File: src/include/timekeeper_consts.svh
//////////////////////////////////////////////////////////////////////
// timekeeper constants
// settings register map, readback map and the time step
//////////////////////////////////////////////////////////////////////

`ifndef TIMEKEEPER_CONSTS_SVH
`define TIMEKEEPER_CONSTS_SVH

// settings bus addresses
// load time is written hi, then lo, then ctrl
`define SR_TIME_HI   0
`define SR_TIME_LO   1
`define SR_TIME_CTRL 2
// divider for the tick strobe
`define SR_TICK_DIV  3

// readback addresses
`define RB_TIME_NOW  0
`define RB_TIME_PPS  1

// time added per tick strobe
`define TIME_INCREMENT_DEFAULT 1

`endif

File: src/rtl/settings_pkg.sv
//////////////////////////////////////////////////////////////////////
// settings bus types
// write strobe bus from software and the readback pair
//////////////////////////////////////////////////////////////////////

`default_nettype none

package settings_pkg;

   // one-cycle write strobe with address and data
   typedef struct packed {
      logic        stb;
      logic [7:0]  addr;
      logic [31:0] data;
   } set_bus_t;

   // readback select and the 64-bit word behind it
   // only data leaves the block
   typedef struct packed {
      logic [7:0]  addr;
      logic [63:0] data;
   } rb_bus_t;

endpackage

`default_nettype wire

File: src/rtl/time_pkg.sv
//////////////////////////////////////////////////////////////////////
// time types
// time value, load control word, status and divider value
//////////////////////////////////////////////////////////////////////

`default_nettype none

package time_pkg;

   // full time value and one 32-bit half of it
   typedef logic [63:0] vita_time_t;
   typedef logic [31:0] time_half_t;

   // load event select, msb first: sync, pps, now
   typedef struct packed {
      logic sync;
      logic pps;
      logic now;
   } time_ctrl_t;

   // what the timekeeper exposes for readback
   typedef struct packed {
      vita_time_t now;
      vita_time_t last_pps;
   } time_status_t;

   // tick divider, strobe every div+1 cycles
   typedef logic [15:0] tick_div_t;

endpackage

`default_nettype wire

File: src/rtl/setting_reg.sv
//////////////////////////////////////////////////////////////////////
// settings register
// holds one payload written over the settings bus, pulses on write
//////////////////////////////////////////////////////////////////////

`timescale 1ns/10ps
`default_nettype none

module setting_reg #(
   parameter int  addr = 0,
   parameter type T    = logic [31:0]
) (
   input  wire logic                  clk,
   input  wire logic                  reset,
   input  wire settings_pkg::set_bus_t set,
   output T                           value,
   output logic                       changed
);

   // payload width, taken from the low bits of data
   localparam int W = $bits(T);

   logic hit;

   // a write is ours when the strobe is up and the address matches
   assign hit = set.stb && (set.addr == 8'(addr));

   ///////////////////////////////////////////////////////////////////
   // payload and change pulse
   ///////////////////////////////////////////////////////////////////
   always_ff @(posedge clk) begin
      if (reset) begin
         value   <= T'('0);
         changed <= 1'b0;
      end else begin
         // changed lines up with the first cycle of the new value
         changed <= hit;
         if (hit) begin
            value <= T'(set.data[W-1:0]);
         end
      end
   end

endmodule

`default_nettype wire

File: src/rtl/tick_divider.sv
//////////////////////////////////////////////////////////////////////
// tick divider
// down-counter making a one-cycle strobe every div+1 cycles
//////////////////////////////////////////////////////////////////////

`timescale 1ns/10ps
`default_nettype none

module tick_divider (
   input  wire logic                clk,
   input  wire logic                reset,
   input  wire time_pkg::tick_div_t div,
   input  wire logic                div_changed,
   output logic                     strobe
);

   time_pkg::tick_div_t count;
   logic                at_zero;

   assign at_zero = (count == '0);

   // strobe on the zero state of the counter
   // with div of 0 the counter stays at zero, so every cycle strobes
   assign strobe = at_zero;

   ///////////////////////////////////////////////////////////////////
   // counter
   ///////////////////////////////////////////////////////////////////
   always_ff @(posedge clk) begin
      if (reset) begin
         count <= '0;
      end else if (div_changed) begin
         // new rate, start a full period from here
         count <= div;
      end else if (at_zero) begin
         count <= div;
      end else begin
         count <= count - 1'b1;
      end
   end

endmodule

`default_nettype wire

File: src/rtl/timekeeper.sv
//////////////////////////////////////////////////////////////////////
// timekeeper
// 64-bit time counter with armed load on now, pps or sync events,
// and capture of the time at the last pps edge
//////////////////////////////////////////////////////////////////////

`timescale 1ns/10ps
`default_nettype none

`include "timekeeper_consts.svh"

module timekeeper #(
   parameter time_pkg::vita_time_t INCREMENT = 64'(`TIME_INCREMENT_DEFAULT)
) (
   input  wire logic                 clk,
   input  wire logic                 reset,
   input  wire logic                 pps,
   input  wire logic                 sync_in,
   input  wire logic                 strobe,
   input  wire time_pkg::vita_time_t next_time,
   input  wire time_pkg::time_ctrl_t ctrl,
   input  wire logic                 ctrl_changed,
   output time_pkg::time_status_t    status,
   output logic                      sync_out
);

   ///////////////////////////////////////////////////////////////////
   // pps synchronizer and rising edge
   ///////////////////////////////////////////////////////////////////
   // [0] and [1] are the sync pair, [2] is the delayed copy
   logic [2:0] pps_sync;
   logic       pps_edge;
   // sync input is registered once before use
   logic       sync_q;

   always_ff @(posedge clk) begin
      if (reset) begin
         pps_sync <= '0;
         sync_q   <= 1'b0;
      end else begin
         pps_sync <= {pps_sync[1:0], pps};
         sync_q   <= sync_in;
      end
   end

   // high for one cycle, two edges after pps was first seen high
   assign pps_edge = pps_sync[1] & ~pps_sync[2];

   ///////////////////////////////////////////////////////////////////
   // arming
   ///////////////////////////////////////////////////////////////////
   logic armed;
   logic time_event;

   // load fires once per ctrl write, on whichever event ctrl selects
   assign time_event = armed &&
                       (ctrl.now || (ctrl.pps && pps_edge) || (ctrl.sync && sync_q));

   always_ff @(posedge clk) begin
      if (reset) begin
         armed <= 1'b0;
      end else if (ctrl_changed) begin
         armed <= 1'b1;
      end else if (time_event) begin
         armed <= 1'b0;
      end
   end

   ///////////////////////////////////////////////////////////////////
   // time counter and last pps capture
   ///////////////////////////////////////////////////////////////////
   always_ff @(posedge clk) begin
      if (reset) begin
         status   <= '0;
         sync_out <= 1'b0;
      end else begin
         // one cycle pulse, same cycle the loaded time shows up
         sync_out <= time_event;
         if (time_event) begin
            status.now <= next_time;
         end else if (strobe) begin
            status.now <= status.now + INCREMENT;
         end
         // a load on the pps edge itself is what software sees there
         if (pps_edge) begin
            if (time_event) begin
               status.last_pps <= next_time;
            end else begin
               status.last_pps <= status.now + INCREMENT;
            end
         end
      end
   end

endmodule

`default_nettype wire

File: src/rtl/time_readback.sv
//////////////////////////////////////////////////////////////////////
// time readback
// registered selector over current time and last pps time
//////////////////////////////////////////////////////////////////////

`timescale 1ns/10ps
`default_nettype none

`include "timekeeper_consts.svh"

module time_readback (
   input  wire logic                   clk,
   input  wire logic                   reset,
   input  wire logic [7:0]             rb_addr,
   input  wire time_pkg::time_status_t status,
   output time_pkg::vita_time_t        rb_data
);

   // select stage, address and the word it picks
   settings_pkg::rb_bus_t rb_sel;

   always_comb begin
      rb_sel.addr = rb_addr;
      case (rb_sel.addr)
         8'(`RB_TIME_NOW): rb_sel.data = status.now;
         8'(`RB_TIME_PPS): rb_sel.data = status.last_pps;
         // unmapped reads return zero
         default:          rb_sel.data = '0;
      endcase
   end

   // hold the word so a 64-bit read is one consistent snapshot
   always_ff @(posedge clk) begin
      if (reset) begin
         rb_data <= '0;
      end else begin
         rb_data <= rb_sel.data;
      end
   end

endmodule

`default_nettype wire

File: src/rtl/timekeeper_top.sv
//////////////////////////////////////////////////////////////////////
// timekeeper top
// settings registers, tick divider, timekeeper and readback
//////////////////////////////////////////////////////////////////////

`timescale 1ns/10ps
`default_nettype none

`include "timekeeper_consts.svh"

module timekeeper_top (
   input  wire logic                   clk,
   input  wire logic                   reset,
   input  wire settings_pkg::set_bus_t set,
   input  wire logic [7:0]             rb_addr,
   input  wire logic                   pps,
   input  wire logic                   sync_in,
   output time_pkg::vita_time_t        rb_data,
   output logic                        sync_out
);

   time_pkg::time_half_t   time_hi;
   time_pkg::time_half_t   time_lo;
   time_pkg::time_ctrl_t   time_ctrl;
   logic                   ctrl_changed;
   time_pkg::tick_div_t    tick_div;
   logic                   div_changed;
   logic                   strobe;
   time_pkg::time_status_t status;

   ///////////////////////////////////////////////////////////////////
   // settings registers
   ///////////////////////////////////////////////////////////////////
   // load time halves, only the ctrl write starts a load
   setting_reg #(.addr(`SR_TIME_HI), .T(time_pkg::time_half_t)) sr_time_hi (
      .clk(clk), .reset(reset), .set(set), .value(time_hi), .changed());

   setting_reg #(.addr(`SR_TIME_LO), .T(time_pkg::time_half_t)) sr_time_lo (
      .clk(clk), .reset(reset), .set(set), .value(time_lo), .changed());

   setting_reg #(.addr(`SR_TIME_CTRL), .T(time_pkg::time_ctrl_t)) sr_time_ctrl (
      .clk(clk), .reset(reset), .set(set), .value(time_ctrl), .changed(ctrl_changed));

   setting_reg #(.addr(`SR_TICK_DIV), .T(time_pkg::tick_div_t)) sr_tick_div (
      .clk(clk), .reset(reset), .set(set), .value(tick_div), .changed(div_changed));

   // tick strobe for the time counter
   tick_divider tick_divider_i (
      .clk(clk), .reset(reset), .div(tick_div), .div_changed(div_changed),
      .strobe(strobe));

   timekeeper #(.INCREMENT(64'(`TIME_INCREMENT_DEFAULT))) timekeeper_i (
      .clk(clk), .reset(reset), .pps(pps), .sync_in(sync_in), .strobe(strobe),
      .next_time({time_hi, time_lo}), .ctrl(time_ctrl), .ctrl_changed(ctrl_changed),
      .status(status), .sync_out(sync_out));

   time_readback time_readback_i (
      .clk(clk), .reset(reset), .rb_addr(rb_addr), .status(status), .rb_data(rb_data));

endmodule

`default_nettype wire

File: config.mk
export PLATFORM = sky130hd
export DESIGN_NAME = timekeeper_top
export DESIGN_NICKNAME = d
export VERILOG_FILES = /design/src/rtl/settings_pkg.sv /design/src/rtl/time_pkg.sv /design/src/rtl/setting_reg.sv /design/src/rtl/tick_divider.sv /design/src/rtl/timekeeper.sv /design/src/rtl/time_readback.sv /design/src/rtl/timekeeper_top.sv
export VERILOG_INCLUDE_DIRS = /design/src /design/src/include
export SDC_FILE = /design/constraint.sdc
export NUM_CORES = 1
export LEC_CHECK = 0
export ABC_AREA = 1
export BUFFER_PORTS_ARGS = -buffer_cell sky130_fd_sc_hd__buf_4
export CAP_MARGIN = 20
export CORE_AREA = 2 2 173 242
export CTS_CLUSTER_DIAMETER = 120
export DETAILED_ROUTE_END_ITERATION = 8
export DIE_AREA = 0 0 175 244
export PLACE_DENSITY = 0.54
export SETUP_SLACK_MARGIN = 0.02
export SYNTH_ARGS = -nofsm -noshare
export SYNTH_HDL_FRONTEND = slang
export SYNTH_SLANG_ARGS = --single-unit
File: constraint.sdc
create_clock -name clk -period 2.3 [get_ports clk]
set_clock_uncertainty 0.15 [all_clocks]
set_input_delay 0.345 -clock clk [delete_from_list [all_inputs] [get_ports clk]]
set_output_delay 0.345 -clock clk [all_outputs]
set_load 0.02 [all_outputs]
==> results of run 1 <==
## worst max-delay path: stages (launching register included)
cell and delay (ns):
dfxtp_1 0.43, nand2_1 0.11, nor2_1 0.22, nand2_1 0.19, nor2_2 0.24, nand2_2 0.17
o21ai_1 0.16, nand2_1 0.06, nand2_1 0.08, nand3_1 0.10, nand2_1 0.10, inv_1 0.03
## cell usage in the layout (no fill, tap or decap), types with 3 or more instances in the layout
master / instances
a31oi_1: 3
nand4_1: 15
nand2_2: 15
clkinv_2: 6
clkbuf_8: 9
nand2_1: 521
nand2_4: 3
nor3_1: 6
dfxtp_2: 3
o211ai_1: 7
inv_1: 235
o21ai_0: 182
dfxtp_1: 296
inv_2: 5
nand3_1: 140
xor2_1: 26
xnor2_1: 8
a21o_1: 10
nor2_4: 9
a21oi_1: 121
clkbuf_1: 6
buf_12: 13
o21ai_1: 9
nor2_1: 377
nor2_2: 10
clkbuf_16: 31
buf_4: 209
dlygate4sd3_1: 35
## cell families after synthesis
group                      share of synthesized area [%]
buffers and inverters                               9.78
and+or+nand+nor                                     32.6
xor gates and xnor gates                            2.13
adders and majority gates                          0.268
AOI/OAI and AO/OA                                   12.5
DFF                                                 42.7
## through the flow
stage | instance area [sq um] | cells | worst slack, ns
2_1_floorplan | 14000 | 2129 | 0.453
3_3_place_gp | 16000 | 2780 | 0.00644
3_5_place_dp | 16000 | 2780 | 0.0113
4_1_cts | 17500 | 2873 | 0.0364
5_1_grt | 17500 | 2876 | 0.0205
6_report | 17500 | 2876 | 0.140
## state kept, by name, indices dropped and copies added, names as in the netlist
signal                   count
timekeeper_i.status        128
sr_tick_div.value           16
sr_time_ctrl.changed         1
tick_divider_i.count        16
timekeeper_i.sync_out        1
sr_time_lo.value            32
sr_tick_div.changed          1
sr_time_ctrl.value           3
sr_time_hi.value            32
time_readback_i.rb_data     64
timekeeper_i.sync_q          1
timekeeper_i.pps_sync        3
timekeeper_i.armed           1
## routing by layer
layer | routed length, um | track usage, % | part of all wire [%]
met1 | 20400 | 27.2 | 41
met3 | 2470 | 3.72 | 5.0
met5 | 0 | 0 | 0
met2 | 24000 | 40.7 | 48
met4 | 2640 | 11.8 | 5.3
## Yosys cell counts
cell type	count	area share, %
a211oi_1	2	0.11
a21o_1	10	0.54
a21oi_1	121	4.3
a31oi_1	4	0.18
and2_1	1	0.045
and3_1	2	0.089
buf_1	3	0.080
buf_2	37	1.3
buf_4	6	0.32
clkbuf_1	55	1.5
clkbuf_2	1	0.036
clkinv_1	1	0.027
clkinv_2	1	0.036
dfxtp_1	299	43
ha_1	3	0.27
inv_1	237	6.3
inv_2	5	0.13
nand2_1	521	14
nand2_2	15	0.67
nand2_4	3	0.24
nand3_1	140	5.0
nand3b_1	2	0.11
nand4_1	15	0.67
nor2_1	383	10
nor2_2	5	0.22
nor2_4	8	0.64
nor2_8	1	0.14
nor3_1	6	0.21
nor3_2	1	0.071
nor3b_1	1	0.054
nor4_1	2	0.089
o211ai_1	7	0.38
o21ai_0	183	6.5
o21ai_1	8	0.29
o21bai_1	1	0.054
o22ai_1	1	0.045
o31ai_1	1	0.054
or2_1	1	0.045
or2_2	2	0.089
xnor2_1	8	0.50
xor2_1	26	1.6
## report_power, final
part	switching (W)	internal (W)	leakage (nW)	total, W
clock	0.00220	0.00300	0.521	0.00520
sequential	0.000634	0.00575	2.42	0.00639
combinational	0.00223	0.00151	4.68	0.00374
total	0.00506	0.0103	7.63	0.0153
## path summary, 6_finish.rpt
kind / to / slack [ns] / depth (start not counted)
hold reg to reg: timekeeper_i.pps_sync[1] / 0.26 / 2
hold / removal: sr_time_ctrl.changed / 0.04 / 5
setup reg to reg: timekeeper_i.status[61] / 0.14 / 11
setup / recovery: timekeeper_i.status[61] / 0.14 / 11
## final cells by class
class                   count  area (sq um)  share of cell area [%]
clock buffers              46           922                    5.27
inverters                 244           921                    5.26
clock inverters            12           134                   0.765
multi-input cells        1484          6690                    38.2
flip-flops and latches    299          5990                    34.2
well taps                 534           668                    3.82
repair buffers            257          2180                    12.5
## timing repair
item                                    4_1_cts  5_1_grt
resized for setup                             3       11
cloned                                        0        0
pin swaps                                     0        2
buffers inserted                              0        3
endpoints found under the setup margin        4       31
hold endpoints to repair                     84        0
hold buffers                                 35        0
==> results.txt, run 1 <==
outcome - finished clean
Layout Utilization - 43.3%
period utilization - 93.9%
hold_sp - set[33]
post-DR vias/cell - 4.80
Area Growth Syn to Fin - 24.9%
Max Freq - 463 MHz
GRT Total Usage - 23.2%
antenna diode count - 0
Die H - 244 um
share of layout cells above drive strength 1 - 14.0%
drt pass-1 iters - 5
Final GP Congestion - 0.966
num rows - 87
clock edge transition at the registers on the reported setup and hold paths - 0.07 ns
die area - 0.0427 sq mm
CTS Buffer Depth - 3
largest net degree at the start of global routing - 122
initial antenna violation count - 0
dpl hpwl - 37400 um
power per cell area - 876 mW/mm^2
Post-Syn Area per Cell - 6.58 sq um
Core ar. - 0.0404 sq mm
Arr. time, crit path - 2.51 ns
Residual DRC - 0
Syn Nets - 2185
Congestion Overflow GR - 0
CTS tree - yes
CTS Buf Count - 31
synth unique cells - 41
sequential element share of the synthesized area - 42.7%
Max IR drop VDD - 479 uV
routed len/inst - 17.2 um
Initial Util - 34.7%
Post-Synthesis Cell Area - 0.0140 sq mm
Mapped Cells - 2129
initial drt markers - 940
worst hold path type - input pin to flop
RSZ-0062 raised after global routing - false
chip width - 175 um
Fin. Hold Viols - 0
setup_tns - 0 ns
Final Net Count - 2373
Slew @ Worst Pin - 0.668 ns
Max H-tree Level - 1
Fillers - 4311
CP Launch Point - timekeeper_i.status[92]
Setup CP Type - flop to flop
first-pass GRT wire length - 76600 um
Ys Warns - 0
post-route antenna net violation count - 0
final setup violating endpoints - 0
fin. max-slew vios - 0
Critical Path Source Type - flop
CTS sink count - 299
Final Power - 0.0153 W
Worst EP required - 2.65 ns
vias in the first global route - 13400
Max-Cap Viols - 0
crit-path max FO - 4
final WL - 49600 um
Via Count - 13800
clk_lat worst skew - 0.60 ns
Top-Level Pins - 118
Slew Limit Headroom - 55.4%
IO buf count - 117
root buffer cell - clkbuf_16
WHS - 0.0361 ns
FF+latch count, synth - 299
Period minus WS final - 2.16 ns
crit path capture type - flop
Leakage - 7.63 nW
worst reg2reg path startpoint - timekeeper_i.status[92]
No activity file was read; power rests on OpenSTA's default activity.
==> inputs of run 2 (changes only) <==
--- a/config.mk
+++ b/config.mk
@@ -9,11 +9,11 @@
 export ABC_AREA = 1
 export BUFFER_PORTS_ARGS = -buffer_cell sky130_fd_sc_hd__buf_4
 export CAP_MARGIN = 20
-export CORE_AREA = 2 2 173 242
+export CORE_AREA = 2 2 175 246
 export CTS_CLUSTER_DIAMETER = 120
 export DETAILED_ROUTE_END_ITERATION = 8
-export DIE_AREA = 0 0 175 244
-export PLACE_DENSITY = 0.54
+export DIE_AREA = 0 0 177 248
+export PLACE_DENSITY = 0.53
 export SETUP_SLACK_MARGIN = 0.02
 export SYNTH_ARGS = -nofsm -noshare
 export SYNTH_HDL_FRONTEND = slang
==> run 2 against run 1 <==
- hold slack gained 0.033 ns
- count of clock-buffer cells in the layout shrank 4
- register-to-register slack gained 0.03 ns
- setup slack gained 0.029 ns
- clock power is essentially flat
- cell count grew 0.45%
- sequential power is essentially flat
- critical path type unchanged
==> results.txt, run 2 (synthesis results as in run 1) <==
outcome - finished clean (unchanged)
Core ar. - 0.0418 sq mm (was 0.0404 sq mm)
drt pass-1 iters - 5 (unchanged)
antenna diode count - 0 (unchanged)
max reg flops - 128 (unchanged)
most common cell after layout, fill and taps aside - nand2_1 (unchanged)
Max H-tree Level - 1 (unchanged)
share of layout cells above drive strength 1 - 14.2% (was 14.0%)
R2R depth - 12 (was 11)
Residual DRC - 0 (unchanged)
register name with the most flops - timekeeper_i.status (unchanged)
Top-Level Pins - 118 (unchanged)
max incr delay on CP - 0.38 ns (was 0.43 ns)
period utilization - 92.7% (was 93.9%)
Worst Hold Path EP - sr_time_ctrl.changed (unchanged)
Slew Limit Headroom - 54.6% (was 55.4%)
IO buf count - 117 (unchanged)
fin. max-slew vios - 0 (unchanged)
Register-to-Register Setup Slack - 0.17 ns (was 0.14 ns)
Period minus WS final - 2.13 ns (was 2.16 ns)
post-DR vias/cell - 4.76 (was 4.80)
Final Power - 0.0154 W (was 0.0153 W)
slowest CP cell - dfxtp_2 (was dfxtp_1)
routed len/inst - 17.3 um (was 17.2 um)
Fillers - 4486 (was 4311)
r2r endpoint - timekeeper_i.status[26] (was timekeeper_i.status[61])
post-route antenna net violation count - 0 (unchanged)
chip width - 177 um (was 175 um)
Post-Layout Cell Count - 2889 (was 2876)
root buffer cell - clkbuf_16 (unchanged)
DP Area - 0.0161 sq mm (was 0.0160 sq mm)
Area Growth Syn to Fin - 25.1% (was 24.9%)
dpl hpwl - 38000 um (was 37400 um)
Via Count - 13800 (about the same)
Final Net Count - 2377 (was 2373)
worst hold path type - input pin to flop (unchanged)
CP dominant cell by count - inv_1 (was nand2_1)
Max Freq - 469 MHz (was 463 MHz)
Top delay family on crit path - simple AND/OR/NAND/NOR gates (unchanged)
initial drt markers - 780 (was 940)
RSZ-0062 raised after global routing - false (unchanged)
largest net degree at the start of global routing - 120 (was 122)
Worst EP required - 2.62 ns (was 2.65 ns)
CTS sink count - 299 (unchanged)
Max IR drop VDD - 507 uV (was 479 uV)
GRT Total Usage - 22.7% (was 23.2%)
Die H - 248 um (was 244 um)
placed insts - 2799 (was 2780)
WHS Path Cells - 5 (unchanged)
power per cell area - 879 mW/mm^2 (was 876 mW/mm^2)
clk_lat worst skew - 0.58 ns (was 0.60 ns)
Buf/Inv on CP - 3 (was 1)
CTS Buf Count - 30 (was 31)
Initial Util - 33.6% (was 34.7%)
final WL - 50100 um (was 49600 um)
Final GP Congestion - 0.933 (was 0.966)
CTS tree - yes (unchanged)
crit-path max FO - 7 (was 4)
Layout Utilization - 42.0% (was 43.3%)
hold_sp - set[40] (was set[33])
Congestion Overflow GR - 0 (unchanged)
final setup violating endpoints - 0 (unchanged)
vias in the first global route - 13300 (was 13400)
Setup CP Type - flop to flop (unchanged)
die area - 0.0439 sq mm (was 0.0427 sq mm)
initial antenna violation count - 0 (unchanged)
Fin. Hold Viols - 0 (unchanged)
crit path cell chain - ha_1, inv_1, nor2_4, nand2_4, nor2_1, nand2_1, inv_1, nor2_1, o21ai_1, nand3_1, nand2_1, inv_1 (was nand2_1, nor2_1, nand2_1, nor2_2, nand2_2, o21ai_1, nand2_1, nand2_1, nand3_1, nand2_1, inv_1)
Top Registers - timekeeper_i.status (128), time_readback_i.rb_data (64) (unchanged)
Arr. time, crit path - 2.45 ns (was 2.51 ns)
Slew @ Worst Pin - 0.681 ns (was 0.668 ns)
first-pass GRT wire length - 75700 um (was 76600 um)
CTS Buffer Depth - 3 (unchanged)
crit path capture type - flop (unchanged)
Max-Cap Viols - 0 (unchanged)
Critical Path Source Type - flop (unchanged)
post-route cell area - 0.0175 sq mm (about the same)
setup_tns - 0 ns (unchanged)
num rows - 89 (was 87)
Leakage - 7.64 nW (was 7.63 nW)
most frequent cells in the layout - nand2_1, nor2_1, dfxtp_1 (unchanged)
clock edge transition at the registers on the reported setup and hold paths - 0.06 ns (was 0.07 ns)
worst reg2reg path startpoint - timekeeper_i.status[64] (was timekeeper_i.status[92])
## run 2: cell count changes in the layout (fill, tap and decap cells not counted), sizes merged
cell,change
bufinv,+2
clkinvlp,+1
buf,+5
clkbuf,-4
inv,-3
## run 2: worst reg2reg max path: stages, from the launching register on
cell and delay, ns:
dfxtp_2 0.38, ha_1 0.19, inv_1 0.10, nor2_4 0.18, nand2_4 0.13, nor2_1 0.19
nand2_1 0.11, inv_1 0.11, nor2_1 0.05, o21ai_1 0.19, nand3_1 0.12, nand2_1 0.09
inv_1 0.04
## run 2: worst max path at each step
stage               cells after the start  slack (ns)                    start                        to
floorplan                              14        0.45  timekeeper_i.status[64]   timekeeper_i.status[40]
finish                                 12        0.17  timekeeper_i.status[64]   timekeeper_i.status[26]
global placement                       12        0.04  timekeeper_i.status[64]   timekeeper_i.status[26]
detailed placement                     12        0.03  timekeeper_i.status[64]   timekeeper_i.status[26]
CTS                                    12        0.05  timekeeper_i.status[65]   timekeeper_i.status[26]
global route                           12        0.02  tick_divider_i.count[0]  timekeeper_i.status[119]
## run 2: report_power, final
part | switching, W | internal [W]
Combinational | 0.00224 | 0.00155
Clock | 0.00214 | 0.00307
Sequential | 0.000664 | 0.00576
Total | 0.00504 | 0.0104
## run 2: area by class of cell
cell class | count | area [sq um] | share of cell area (%)
multi-input cells | 1484 | 6680 | 38.1
flip-flops and latches | 299 | 5990 | 34.2
repair buffers | 262 | 2220 | 12.6
inverters | 244 | 921 | 5.25
clock buffers | 42 | 867 | 4.95
well taps | 546 | 683 | 3.90
clock inverters | 12 | 173 | 0.985
## run 2: timing repair
item / CTS / global route
resized for setup: 1 / 14
hold buffers: 35 / 0
pin swaps: 0 / 2
buffers inserted: 0 / 1
hold endpoints to repair: 79 / 0
endpoints found under the setup margin: 1 / 21
## run 2: per-layer routing
metal / GRT usage [%] / wire length (um) / vias up
li1: - / - / 7048
met1: 26.7 / 21100 / 6332
met2: 41.0 / 25100 / 293
met3: 3.06 / 1910 / 89
met4: 9.33 / 1980 / 0
met5: 0 / 0 / -
## run 2: metrics by stage
step	hold slack [ns]	worst slack, ns
floorplan	0.238	0.453
global placement	0.253	0.0385
detailed placement	0.247	0.0317
CTS	0.0618	0.0480
global route	0.0857	0.0213
finish	0.0691	0.168
